File: src/riscvPkg.sv
// RV32I core shared definitions
package riscvPkg;

    // Major opcodes
    localparam logic [6:0] opR     = 7'b0110011;
    localparam logic [6:0] opImm   = 7'b0010011;
    localparam logic [6:0] opLoad  = 7'b0000011;
    localparam logic [6:0] opStore = 7'b0100011;
    localparam logic [6:0] opBranch = 7'b1100011;
    localparam logic [6:0] opJal   = 7'b1101111;
    localparam logic [6:0] opJalr  = 7'b1100111;
    localparam logic [6:0] opLui   = 7'b0110111;
    localparam logic [6:0] opAuipc = 7'b0010111;

    localparam logic [31:0] resetPc = 32'h0000_0000;

    typedef enum logic [3:0] {
        aluAdd,
        aluSub,
        aluSll,
        aluSlt,
        aluSltu,
        aluXor,
        aluSrl,
        aluSra,
        aluOr,
        aluAnd,
        aluPassB    // LUI
    } aluOpT;

    typedef enum logic [2:0] {
        immI,
        immS,
        immB,
        immJ,
        immU
    } immKindT;

    typedef enum logic [1:0] {
        resultAlu,
        resultLoad,
        resultPcPlus4
    } resultSrcT;

    typedef struct packed {
        logic      regWrite;
        logic      memWrite;
        logic      memAccess;   // Load or store
        logic      branch;
        logic      jump;
        logic      aluSrcA;     // Pc as operand a
        logic      aluSrcB;     // Immediate as operand b
        resultSrcT resultSrc;
        immKindT   immKind;
        aluOpT     aluOp;
    } ctrlT;

    typedef logic [31:0] fetchReqT;
    typedef logic [31:0] fetchRspT;

    typedef struct packed {
        logic [31:0] addr;      // Word aligned
        logic [31:0] writeData;
        logic [3:0]  byteEn;
        logic        write;
    } dataReqT;

    typedef logic [31:0] dataRspT;

    typedef struct packed {
        logic [31:0] pc;
        logic [31:0] instr;
        logic [4:0]  rd;
        logic [31:0] rdData;
        logic        regWrite;
    } retireT;

endpackage
File: src/riscvCore.sv
// Multicycle RV32I core
`timescale 1ns/1ps

module riscvCore (
    input  logic                clk,
    input  logic                reset,
    output logic                fetchReq,
    output riscvPkg::fetchReqT  fetchAddr,
    input  logic                fetchAck,
    input  riscvPkg::fetchRspT  fetchData,
    output logic                dataReq,
    output riscvPkg::dataReqT   dataBits,
    input  logic                dataAck,
    input  riscvPkg::dataRspT   dataRsp,
    output logic                retireValid,
    output riscvPkg::retireT    retire
);

    logic [31:0]        pc;
    logic [31:0]        pcPlus4;
    logic [31:0]        target;
    riscvPkg::fetchRspT instr;
    logic [31:0]        imm;
    logic [31:0]        rs1Data;
    logic [31:0]        rs2Data;
    logic [31:0]        srcA;
    logic [31:0]        srcB;
    logic [31:0]        aluResult;
    logic [31:0]        aluOut;
    logic [31:0]        loadData;
    logic [31:0]        result;
    riscvPkg::dataRspT  dataWord;
    riscvPkg::ctrlT     ctrl;
    riscvPkg::dataReqT  alignReq;
    riscvPkg::dataReqT  dataPayload;
    logic               branchTaken;
    logic               fetchStart;
    logic               fetchDone;
    logic               dataStart;
    logic               dataDone;
    logic               regWriteEn;
    logic               pcWriteEn;

    controlUnit controlUnit_i (
        .clk, .reset, .instr, .branchTaken, .fetchDone, .dataDone,
        .fetchStart, .dataStart, .ctrl, .regWriteEn, .pcWriteEn, .retireValid
    );

    regFile regFile_i (
        .clk, .reset,
        .rs1Addr(instr[19:15]), .rs2Addr(instr[24:20]), .rdAddr(instr[11:7]),
        .writeEn(regWriteEn), .rdData(result), .rs1Data, .rs2Data
    );

    immExtend immExtend_i (.instr, .kind(ctrl.immKind), .imm);

    assign srcA = ctrl.aluSrcA ? pc : rs1Data;
    assign srcB = ctrl.aluSrcB ? imm : rs2Data;

    alu alu_i (
        .a(srcA), .b(srcB), .op(ctrl.aluOp), .funct3(instr[14:12]),
        .result(aluResult), .branchTaken
    );

    // Operands hold from execute through writeback
    always_ff @(posedge clk) begin
        aluOut <= aluResult;
    end

    loadStoreAligner aligner_i (
        .addr(aluOut), .funct3(instr[14:12]), .storeData(rs2Data),
        .readWord(dataWord), .req(alignReq), .loadData
    );

    always_comb begin
        dataPayload = alignReq;
        dataPayload.write = ctrl.memWrite;
    end

    busPort #(.reqT(riscvPkg::fetchReqT), .rspT(riscvPkg::fetchRspT)) fetchPort_i (
        .clk, .reset, .start(fetchStart), .payload(pc), .req(fetchReq),
        .reqBits(fetchAddr), .ack(fetchAck), .rspBits(fetchData), .rsp(instr),
        .done(fetchDone)
    );

    busPort #(.reqT(riscvPkg::dataReqT), .rspT(riscvPkg::dataRspT)) dataPort_i (
        .clk, .reset, .start(dataStart), .payload(dataPayload), .req(dataReq),
        .reqBits(dataBits), .ack(dataAck), .rspBits(dataRsp), .rsp(dataWord),
        .done(dataDone)
    );

    always_comb begin
        case (ctrl.resultSrc)
        riscvPkg::resultLoad:    result = loadData;
        riscvPkg::resultPcPlus4: result = pcPlus4;
        default:                 result = aluOut;
        endcase
    end

    assign pcPlus4 = pc + 32'd4;
    assign target  = ctrl.jump ? {aluOut[31:1], 1'b0} : pc + imm;   // Jumps use alu sum

    always_ff @(posedge clk) begin
        if (reset) begin
            pc <= riscvPkg::resetPc;
        end else if (retireValid) begin
            pc <= pcWriteEn ? target : pcPlus4;
        end
    end

    always_comb begin
        retire.pc       = pc;
        retire.instr    = instr;
        retire.rd       = instr[11:7];
        retire.rdData   = result;
        retire.regWrite = regWriteEn && (instr[11:7] != 5'd0);
    end

endmodule

File: src/busPort.sv
// Four-phase req/ack requester
`timescale 1ns/1ps

module busPort #(
    parameter type reqT = logic [31:0],
    parameter type rspT = logic [31:0]
) (
    input  logic clk,
    input  logic reset,
    input  logic start,
    input  reqT  payload,
    output logic req,
    output reqT  reqBits,
    input  logic ack,
    input  rspT  rspBits,
    output rspT  rsp,
    output logic done
);

    typedef enum logic [1:0] {stIdle, stWaitAck, stWaitRelease} stateT;

    stateT state;

    always_ff @(posedge clk) begin
        if (reset) begin
            state <= stIdle;
            req <= 1'b0;
        end else begin
            case (state)
            stIdle: begin
                if (start) begin
                    req <= 1'b1;
                    state <= stWaitAck;
                end
            end
            stWaitAck: begin
                if (ack) begin
                    req <= 1'b0;
                    state <= stWaitRelease;
                end
            end
            default: if (!ack) state <= stIdle;
            endcase
        end
    end

    always_ff @(posedge clk) begin
        if (state == stIdle && start) reqBits <= payload;
        if (state == stWaitAck && ack) rsp <= rspBits;   // Held until next transfer
    end

    assign done = (state == stWaitRelease) && !ack;

    assert property (@(posedge clk) disable iff (reset)
        (req && !ack) |=> $stable(reqBits));

    assert property (@(posedge clk) disable iff (reset) $rose(req) |-> !ack);

endmodule

File: src/loadStoreAligner.sv
// Load and store lane alignment
`timescale 1ns/1ps

module loadStoreAligner (
    input  logic [31:0]       addr,
    input  logic [2:0]        funct3,
    input  logic [31:0]       storeData,
    input  logic [31:0]       readWord,
    output riscvPkg::dataReqT req,
    output logic [31:0]       loadData
);

    logic [1:0]  offset;
    logic [31:0] byteLane;
    logic [15:0] halfLane;

    assign offset = addr[1:0];

    always_comb begin
        req.addr  = {addr[31:2], 2'b00};
        req.write = 1'b0;   // Set by the core
        case (funct3[1:0])
        2'b00: begin
            req.writeData = {4{storeData[7:0]}};
            req.byteEn    = 4'b0001 << offset;
        end
        2'b01: begin
            req.writeData = {2{storeData[15:0]}};
            req.byteEn    = offset[1] ? 4'b1100 : 4'b0011;
        end
        default: begin
            req.writeData = storeData;
            req.byteEn    = 4'b1111;
        end
        endcase
    end

    assign byteLane = readWord >> {offset, 3'b000};
    assign halfLane = offset[1] ? readWord[31:16] : readWord[15:0];

    // funct3[2] selects zero extension
    always_comb begin
        case (funct3[1:0])
        2'b00: begin
            loadData = funct3[2] ? {24'b0, byteLane[7:0]}
                                 : {{24{byteLane[7]}}, byteLane[7:0]};
        end
        2'b01: begin
            loadData = funct3[2] ? {16'b0, halfLane} : {{16{halfLane[15]}}, halfLane};
        end
        default: loadData = readWord;
        endcase
    end

endmodule

File: src/immExtend.sv
// Immediate generator
`timescale 1ns/1ps

module immExtend (
    input  logic [31:0]       instr,
    input  riscvPkg::immKindT kind,
    output logic [31:0]       imm
);

    always_comb begin
        case (kind)
        riscvPkg::immS: begin
            imm = {{20{instr[31]}}, instr[31:25], instr[11:7]};
        end
        riscvPkg::immB: begin
            imm = {{19{instr[31]}}, instr[31], instr[7], instr[30:25], instr[11:8], 1'b0};
        end
        riscvPkg::immJ: begin
            imm = {{11{instr[31]}}, instr[31], instr[19:12], instr[20], instr[30:21], 1'b0};
        end
        riscvPkg::immU: begin
            imm = {instr[31:12], 12'b0};
        end
        default: begin // I format
            imm = {{20{instr[31]}}, instr[31:20]};
        end
        endcase
    end

endmodule

File: src/alu.sv
// ALU and branch compare
`timescale 1ns/1ps

module alu (
    input  logic [31:0]     a,
    input  logic [31:0]     b,
    input  riscvPkg::aluOpT op,
    input  logic [2:0]      funct3,
    output logic [31:0]     result,
    output logic            branchTaken
);

    logic [4:0] shamt;

    assign shamt = b[4:0];

    always_comb begin
        case (op)
        riscvPkg::aluSub:   result = a - b;
        riscvPkg::aluSll:   result = a << shamt;
        riscvPkg::aluSlt:   result = {31'b0, $signed(a) < $signed(b)};
        riscvPkg::aluSltu:  result = {31'b0, a < b};
        riscvPkg::aluXor:   result = a ^ b;
        riscvPkg::aluSrl:   result = a >> shamt;
        riscvPkg::aluSra:   result = $signed(a) >>> shamt;
        riscvPkg::aluOr:    result = a | b;
        riscvPkg::aluAnd:   result = a & b;
        riscvPkg::aluPassB: result = b;
        default:            result = a + b;
        endcase
    end

    always_comb begin
        case (funct3)
        3'b000:  branchTaken = (a == b);                    // BEQ
        3'b001:  branchTaken = (a != b);
        3'b100:  branchTaken = ($signed(a) < $signed(b));   // BLT
        3'b101:  branchTaken = ($signed(a) >= $signed(b));
        3'b110:  branchTaken = (a < b);                     // BLTU
        3'b111:  branchTaken = (a >= b);
        default: branchTaken = 1'b0;
        endcase
    end

endmodule

File: src/regFile.sv
// Integer register file
`timescale 1ns/1ps

module regFile (
    input  logic        clk,
    input  logic        reset,
    input  logic [4:0]  rs1Addr,
    input  logic [4:0]  rs2Addr,
    input  logic [4:0]  rdAddr,
    input  logic        writeEn,
    input  logic [31:0] rdData,
    output logic [31:0] rs1Data,
    output logic [31:0] rs2Data
);

    logic [31:0] regs [1:31];   // No storage for x0

    always_ff @(posedge clk) begin
        if (reset) begin
            for (int i = 1; i < 32; i++) begin
                regs[i] <= '0;
            end
        end else if (writeEn && rdAddr != 5'd0) begin
            regs[rdAddr] <= rdData;
        end
    end

    assign rs1Data = (rs1Addr == 5'd0) ? '0 : regs[rs1Addr];
    assign rs2Data = (rs2Addr == 5'd0) ? '0 : regs[rs2Addr];

endmodule

File: src/controlUnit.sv
// Instruction sequencer and decoders
`timescale 1ns/1ps

module controlUnit (
    input  logic           clk,
    input  logic           reset,
    input  logic [31:0]    instr,
    input  logic           branchTaken,
    input  logic           fetchDone,
    input  logic           dataDone,
    output logic           fetchStart,
    output logic           dataStart,
    output riscvPkg::ctrlT ctrl,
    output logic           regWriteEn,
    output logic           pcWriteEn,
    output logic           retireValid
);

    typedef enum logic [1:0] {stFetch, stExec, stMem, stWb} stateT;

    stateT           state;
    logic            busy;          // Bus transfer in flight
    logic [6:0]      opcode;
    logic [2:0]      funct3;
    logic            funct7b5;
    logic [1:0]      aluClass;
    riscvPkg::ctrlT  decCtrl;
    riscvPkg::aluOpT aluOp;

    assign opcode   = instr[6:0];
    assign funct3   = instr[14:12];
    assign funct7b5 = instr[30];

    // Main decoder
    always_comb begin
        decCtrl.regWrite  = 1'b0;
        decCtrl.memWrite  = 1'b0;
        decCtrl.memAccess = 1'b0;
        decCtrl.branch    = 1'b0;
        decCtrl.jump      = 1'b0;
        decCtrl.aluSrcA   = 1'b0;
        decCtrl.aluSrcB   = 1'b0;
        decCtrl.resultSrc = riscvPkg::resultAlu;
        decCtrl.immKind   = riscvPkg::immI;
        decCtrl.aluOp     = riscvPkg::aluAdd;
        aluClass          = 2'b00;
        case (opcode)
        riscvPkg::opR: begin // R-type
            decCtrl.regWrite = 1'b1;
            aluClass = 2'b10;
        end
        riscvPkg::opImm: begin // I-type ALU
            decCtrl.regWrite = 1'b1;
            decCtrl.aluSrcB = 1'b1;
            aluClass = 2'b11;
        end
        riscvPkg::opLoad: begin
            decCtrl.regWrite = 1'b1;
            decCtrl.memAccess = 1'b1;
            decCtrl.aluSrcB = 1'b1;
            decCtrl.resultSrc = riscvPkg::resultLoad;
        end
        riscvPkg::opStore: begin
            decCtrl.memWrite = 1'b1;
            decCtrl.memAccess = 1'b1;
            decCtrl.aluSrcB = 1'b1;
            decCtrl.immKind = riscvPkg::immS;
        end
        riscvPkg::opBranch: begin // Compares rs1 with rs2
            decCtrl.branch = 1'b1;
            decCtrl.immKind = riscvPkg::immB;
        end
        riscvPkg::opJal: begin // Alu forms pc + imm
            decCtrl.regWrite = 1'b1;
            decCtrl.jump = 1'b1;
            decCtrl.aluSrcA = 1'b1;
            decCtrl.aluSrcB = 1'b1;
            decCtrl.resultSrc = riscvPkg::resultPcPlus4;
            decCtrl.immKind = riscvPkg::immJ;
        end
        riscvPkg::opJalr: begin
            decCtrl.regWrite = 1'b1;
            decCtrl.jump = 1'b1;
            decCtrl.aluSrcB = 1'b1;
            decCtrl.resultSrc = riscvPkg::resultPcPlus4;
        end
        riscvPkg::opLui: begin
            decCtrl.regWrite = 1'b1;
            decCtrl.aluSrcB = 1'b1;
            decCtrl.immKind = riscvPkg::immU;
            aluClass = 2'b01;
        end
        riscvPkg::opAuipc: begin
            decCtrl.regWrite = 1'b1;
            decCtrl.aluSrcA = 1'b1;
            decCtrl.aluSrcB = 1'b1;
            decCtrl.immKind = riscvPkg::immU;
        end
        default: begin // Unknown opcode, no-op
        end
        endcase
    end

    // ALU decoder
    always_comb begin
        case (aluClass)
        2'b00: aluOp = riscvPkg::aluAdd;
        2'b01: aluOp = riscvPkg::aluPassB;
        default: begin
            case (funct3)
            3'b000: begin
                aluOp = (aluClass == 2'b10 && funct7b5) ? riscvPkg::aluSub
                                                        : riscvPkg::aluAdd;
            end
            3'b001: aluOp = riscvPkg::aluSll;
            3'b010: aluOp = riscvPkg::aluSlt;
            3'b011: aluOp = riscvPkg::aluSltu;
            3'b100: aluOp = riscvPkg::aluXor;
            3'b101: aluOp = funct7b5 ? riscvPkg::aluSra : riscvPkg::aluSrl;
            3'b110: aluOp = riscvPkg::aluOr;
            default: aluOp = riscvPkg::aluAnd;
            endcase
        end
        endcase
    end

    always_comb begin
        ctrl = decCtrl;
        ctrl.aluOp = aluOp;
    end

    always_ff @(posedge clk) begin
        if (reset) begin
            state <= stFetch;
            busy <= 1'b0;
        end else begin
            if (fetchStart || dataStart) begin
                busy <= 1'b1;
            end else if (fetchDone || dataDone) begin
                busy <= 1'b0;
            end
            case (state)
            stFetch: if (fetchDone) state <= stExec;
            stExec: state <= decCtrl.memAccess ? stMem : stWb;
            stMem: if (dataDone) state <= stWb;
            default: state <= stFetch;
            endcase
        end
    end

    assign fetchStart  = (state == stFetch) && !busy;
    assign dataStart   = (state == stMem) && !busy;
    assign retireValid = (state == stWb);
    assign regWriteEn  = retireValid && decCtrl.regWrite;
    // Load branch or jump target
    assign pcWriteEn   = retireValid && (decCtrl.jump || (decCtrl.branch && branchTaken));

    assert property (@(posedge clk) disable iff (reset)
        !($rose(fetchStart) && $rose(dataStart)));

endmodule

File: config.mk
export PLATFORM = sky130hd
export DESIGN_NAME = riscvCore
export DESIGN_NICKNAME = d
export VERILOG_FILES = /design/src/riscvPkg.sv /design/src/riscvCore.sv /design/src/busPort.sv /design/src/loadStoreAligner.sv /design/src/immExtend.sv /design/src/alu.sv /design/src/regFile.sv /design/src/controlUnit.sv
export SDC_FILE = /design/constraint.sdc
export NUM_CORES = 2
export LEC_CHECK = 0
export BUFFER_PORTS_ARGS = -buffer_cell sky130_fd_sc_hd__buf_2
export CAP_MARGIN = 20
export CELL_PAD_IN_SITES_DETAIL_PLACEMENT = 0
export CELL_PAD_IN_SITES_GLOBAL_PLACEMENT = 1
export CORE_ASPECT_RATIO = 0.8
export CORE_MARGIN = 1.5
export CORE_UTILIZATION = 53
export CTS_BUF_LIST = sky130_fd_sc_hd__clkbuf_8
export CTS_CLUSTER_SIZE = 8
export DETAILED_ROUTE_END_ITERATION = 8
export PLACE_DENSITY_LB_ADDON = 0.15
export REMOVE_ABC_BUFFERS = 1
export SETUP_SLACK_MARGIN = 0.5
export SLEW_MARGIN = 5
export SYNTH_ARGS = -nofsm -noshare
export SYNTH_HDL_FRONTEND = slang
export SYNTH_HIERARCHICAL = 1
export SYNTH_SLANG_ARGS = --single-unit
File: constraint.sdc
create_clock -name clk -period 10.3 [get_ports clk]
set_clock_uncertainty 0.2 [all_clocks]
set_input_delay 2.06 -clock clk [delete_from_list [all_inputs] [get_ports clk]]
set_output_delay 2.06 -clock clk [all_outputs]
set_load 0.02 [all_outputs]
==> impl_results.md <==
- Busiest layer in global routing: met1
- Crit end category: flip-flop
- Setup violations, final: 0
- Hold crit path type: flip-flop to flip-flop
- Met2 usage: 58.8%
- CP Launch Type: flip-flop
- Area of the core: 0.145 mm²
- Mean Syn Cell Area: 11.9 µm²
- Final Hold Vio Count: 0
- P_int: 10.0 mW
- DRT Pass-1 Iters: 7
- Initial antenna violation count: 39
- Skew-Pair Late Insertion Delay: 0.99 ns
- RSZ-0062 raised after global routing: false
- Net switching power: 7.19 mW
- Met3 usage: 14.8%
- Initial Utilization: 53.4%
- Fmax: 105 MHz
- Post-cts resize count: 0
- Crit path arrival time: 10.12 ns
- Die width: 431 µm
- Clock root buffer: clkbuf_8
- Sequential power share: 37.1%
- Final Wtd Congestion: 1.07
- Crit path kind: flip-flop to flip-flop
- DIE AREA: 0.149 mm²
- DP HPWL: 228000 µm
- Layout cells sized above 1: 22.3%
- Via count: 61700
- Fillers: 12000
- Yosys warns: 6
- Tmin final: 9.51 ns
- Max_slew headroom: 6.61%
- Post-route insts no fill: 8790
- Minimum hold slack: 0.276 ns
- VDD IR max: 0.183 mV
- Final net count: 6925
- Post-Syn Area: 0.0775 mm²
- Post-cts hold buffer count: 0
- Final slew viol count: 0
- Clk pwr share: 24.0%
- Met1 GRT Util: 59.6%
- Syn Inst Count: 6536
- Global-route usage over all layers: 42.9%
- Number of max-cap violations: 0
- Row count: 125
- Dpl cells: 8411
- Port bufs: 273
- Gate power share: 38.9%
- H-tree depth: 4
- Post-route ant nets: 0
- Outcome: finished, final reports clean
- Power Density: 202 mW/mm²
- Grt ovf: 0
- Post-route DRC: 0
- Detailed Route WL: 326000 µm
- Worst-margin pin slew: 1.39 ns
- Bufs on Longest Clock Path: 3
- Switching share of total power: 41.8%
- Period utilization: 92.3%
- Clock Sinks: 1262
- Pwr Total: 17.2 mW
- Area growth syn-to-layout: 10.2%
- Worst-path clk slew: 0.07 ns
- Vias per cell: 7.02
- Vias in the first global route: 56800
- WL/cell: 37.0 µm
- Leak: 32.6 nW
- Postcts setup bufs: 0
- Crit path required time: 10.92 ns
- First-pass GRT wire length: 449000 µm
- DRT iter0 DRCs: 10900
- CTS tree: built
- Critical Path Fanout Max: 22
- Die Y: 345 µm
- Total CTS buffers: 203
- Largest net degree at the start of global routing: 85
- I/O pin total: 274
## worst paths after layout
check	cells past startpoint	start	slack [ns]	endpoint
worst max-delay path	25	fetchPort_i/rsp[2]	0.79	pc[27]
worst min-delay path	2	dataPort_i/req	0.28	dataPort_i/req
worst max register to register	25	fetchPort_i/rsp[2]	0.79	pc[27]
worst min register to register	2	dataPort_i/req	0.28	dataPort_i/req
## per-stage QoR
step | setup slack [ns] | setup TNS (ns) | utilization [%] | area (µm²)
after floorplan | -11.80 | -787.31 | - | 74600
after global placement | 0.400 | 0 | 56.2 | 81500
after detailed placement | 0.907 | 0 | 56.2 | 81600
after CTS | 0.816 | 0 | 58.7 | 85300
after global routing | 0.680 | 0 | 58.8 | 85400
final | 0.791 | 0 | 58.8 | 85400
## worst max-delay path, stage by stage (launching register included)
cell and delay, ns:
edfxtp_1 0.71, nand4b_1 0.31, nor2_2 0.18, a22o_1 0.96
or3b_1 0.56, nor2_1 0.08, a211oi_1 0.98, mux2_2 0.38
inv_1 0.07, ha_1 0.48, nor4_2 0.63, o21ai_0 0.19
o21bai_1 0.27, a21oi_1 0.38, o21ai_1 0.24, nand2_1 0.19
a21oi_1 0.15, o2111a_1 0.16, nor3_1 0.37, nor2b_1 0.19
o21ai_1 0.10, nor2_4 0.51, and2_1 0.33, a221oi_1 0.17
and2_1 0.20, a2111oi_1 0.38
## cell usage in the layout (no fill, tap or decap), drive strengths merged, types with 64 or more instances in the layout
master,instances
a211oi,90
a22o,64
edfxtp,1189
inv,226
and2,1009
a22oi,157
mux2i,408
nor2b,109
nor2,317
dfxtp,73
nor3,91
a21oi,275
buf,589
clkbuf,211
a2111oi,68
o22ai,98
o21ai,223
mux2,128
ha,135
nand2,243
mux4,373
## routing by layer
metal / routed length (µm) / vias to the layer above / part of all wire [%]
met5: 200 / - / 0.061
met4: 20700 / 32 / 6.4
met3: 47700 / 791 / 15
met2: 133000 / 4823 / 41
met1: 124000 / 31000 / 38
li1: - / 25100 / -
## state kept, by name, indices dropped and copies added, names as in the netlist
name                 count
dataPort_i/req           1
aluOut                  32
fetchPort_i/req          1
regFile_i/regs        1024
fetchPort_i/rsp         32
controlUnit_i/state      2
dataPort_i/reqBits      69
dataPort_i/rsp          32
pc                      32
fetchPort_i/reqBits     32
dataPort_i/state         2
fetchPort_i/state        2
controlUnit_i/busy       1
## area by class of cell
class,count,area [µm²],share of cell area [%]
diodes,22,55.1,0.0645
clock buffers,207,2850,3.34
clock inverters,142,823,0.964
inverters,142,533,0.624
multi-input cells,4517,37600,44.1
flip-flops and latches,1262,37200,43.5
well taps,1905,2380,2.79
repair buffers,593,3960,4.64
## power by group through the flow
stage               combinational (mW)  sequential [mW]  clock, mW
floorplan                         3.57             6.55          0
global placement                  6.37             6.45          0
detailed placement                6.38             6.45          0
CTS                               6.40             6.35       4.17
global route                      6.87             6.39       4.38
finish                            6.70             6.38       4.14
Power figures use the tool's default switching activity.
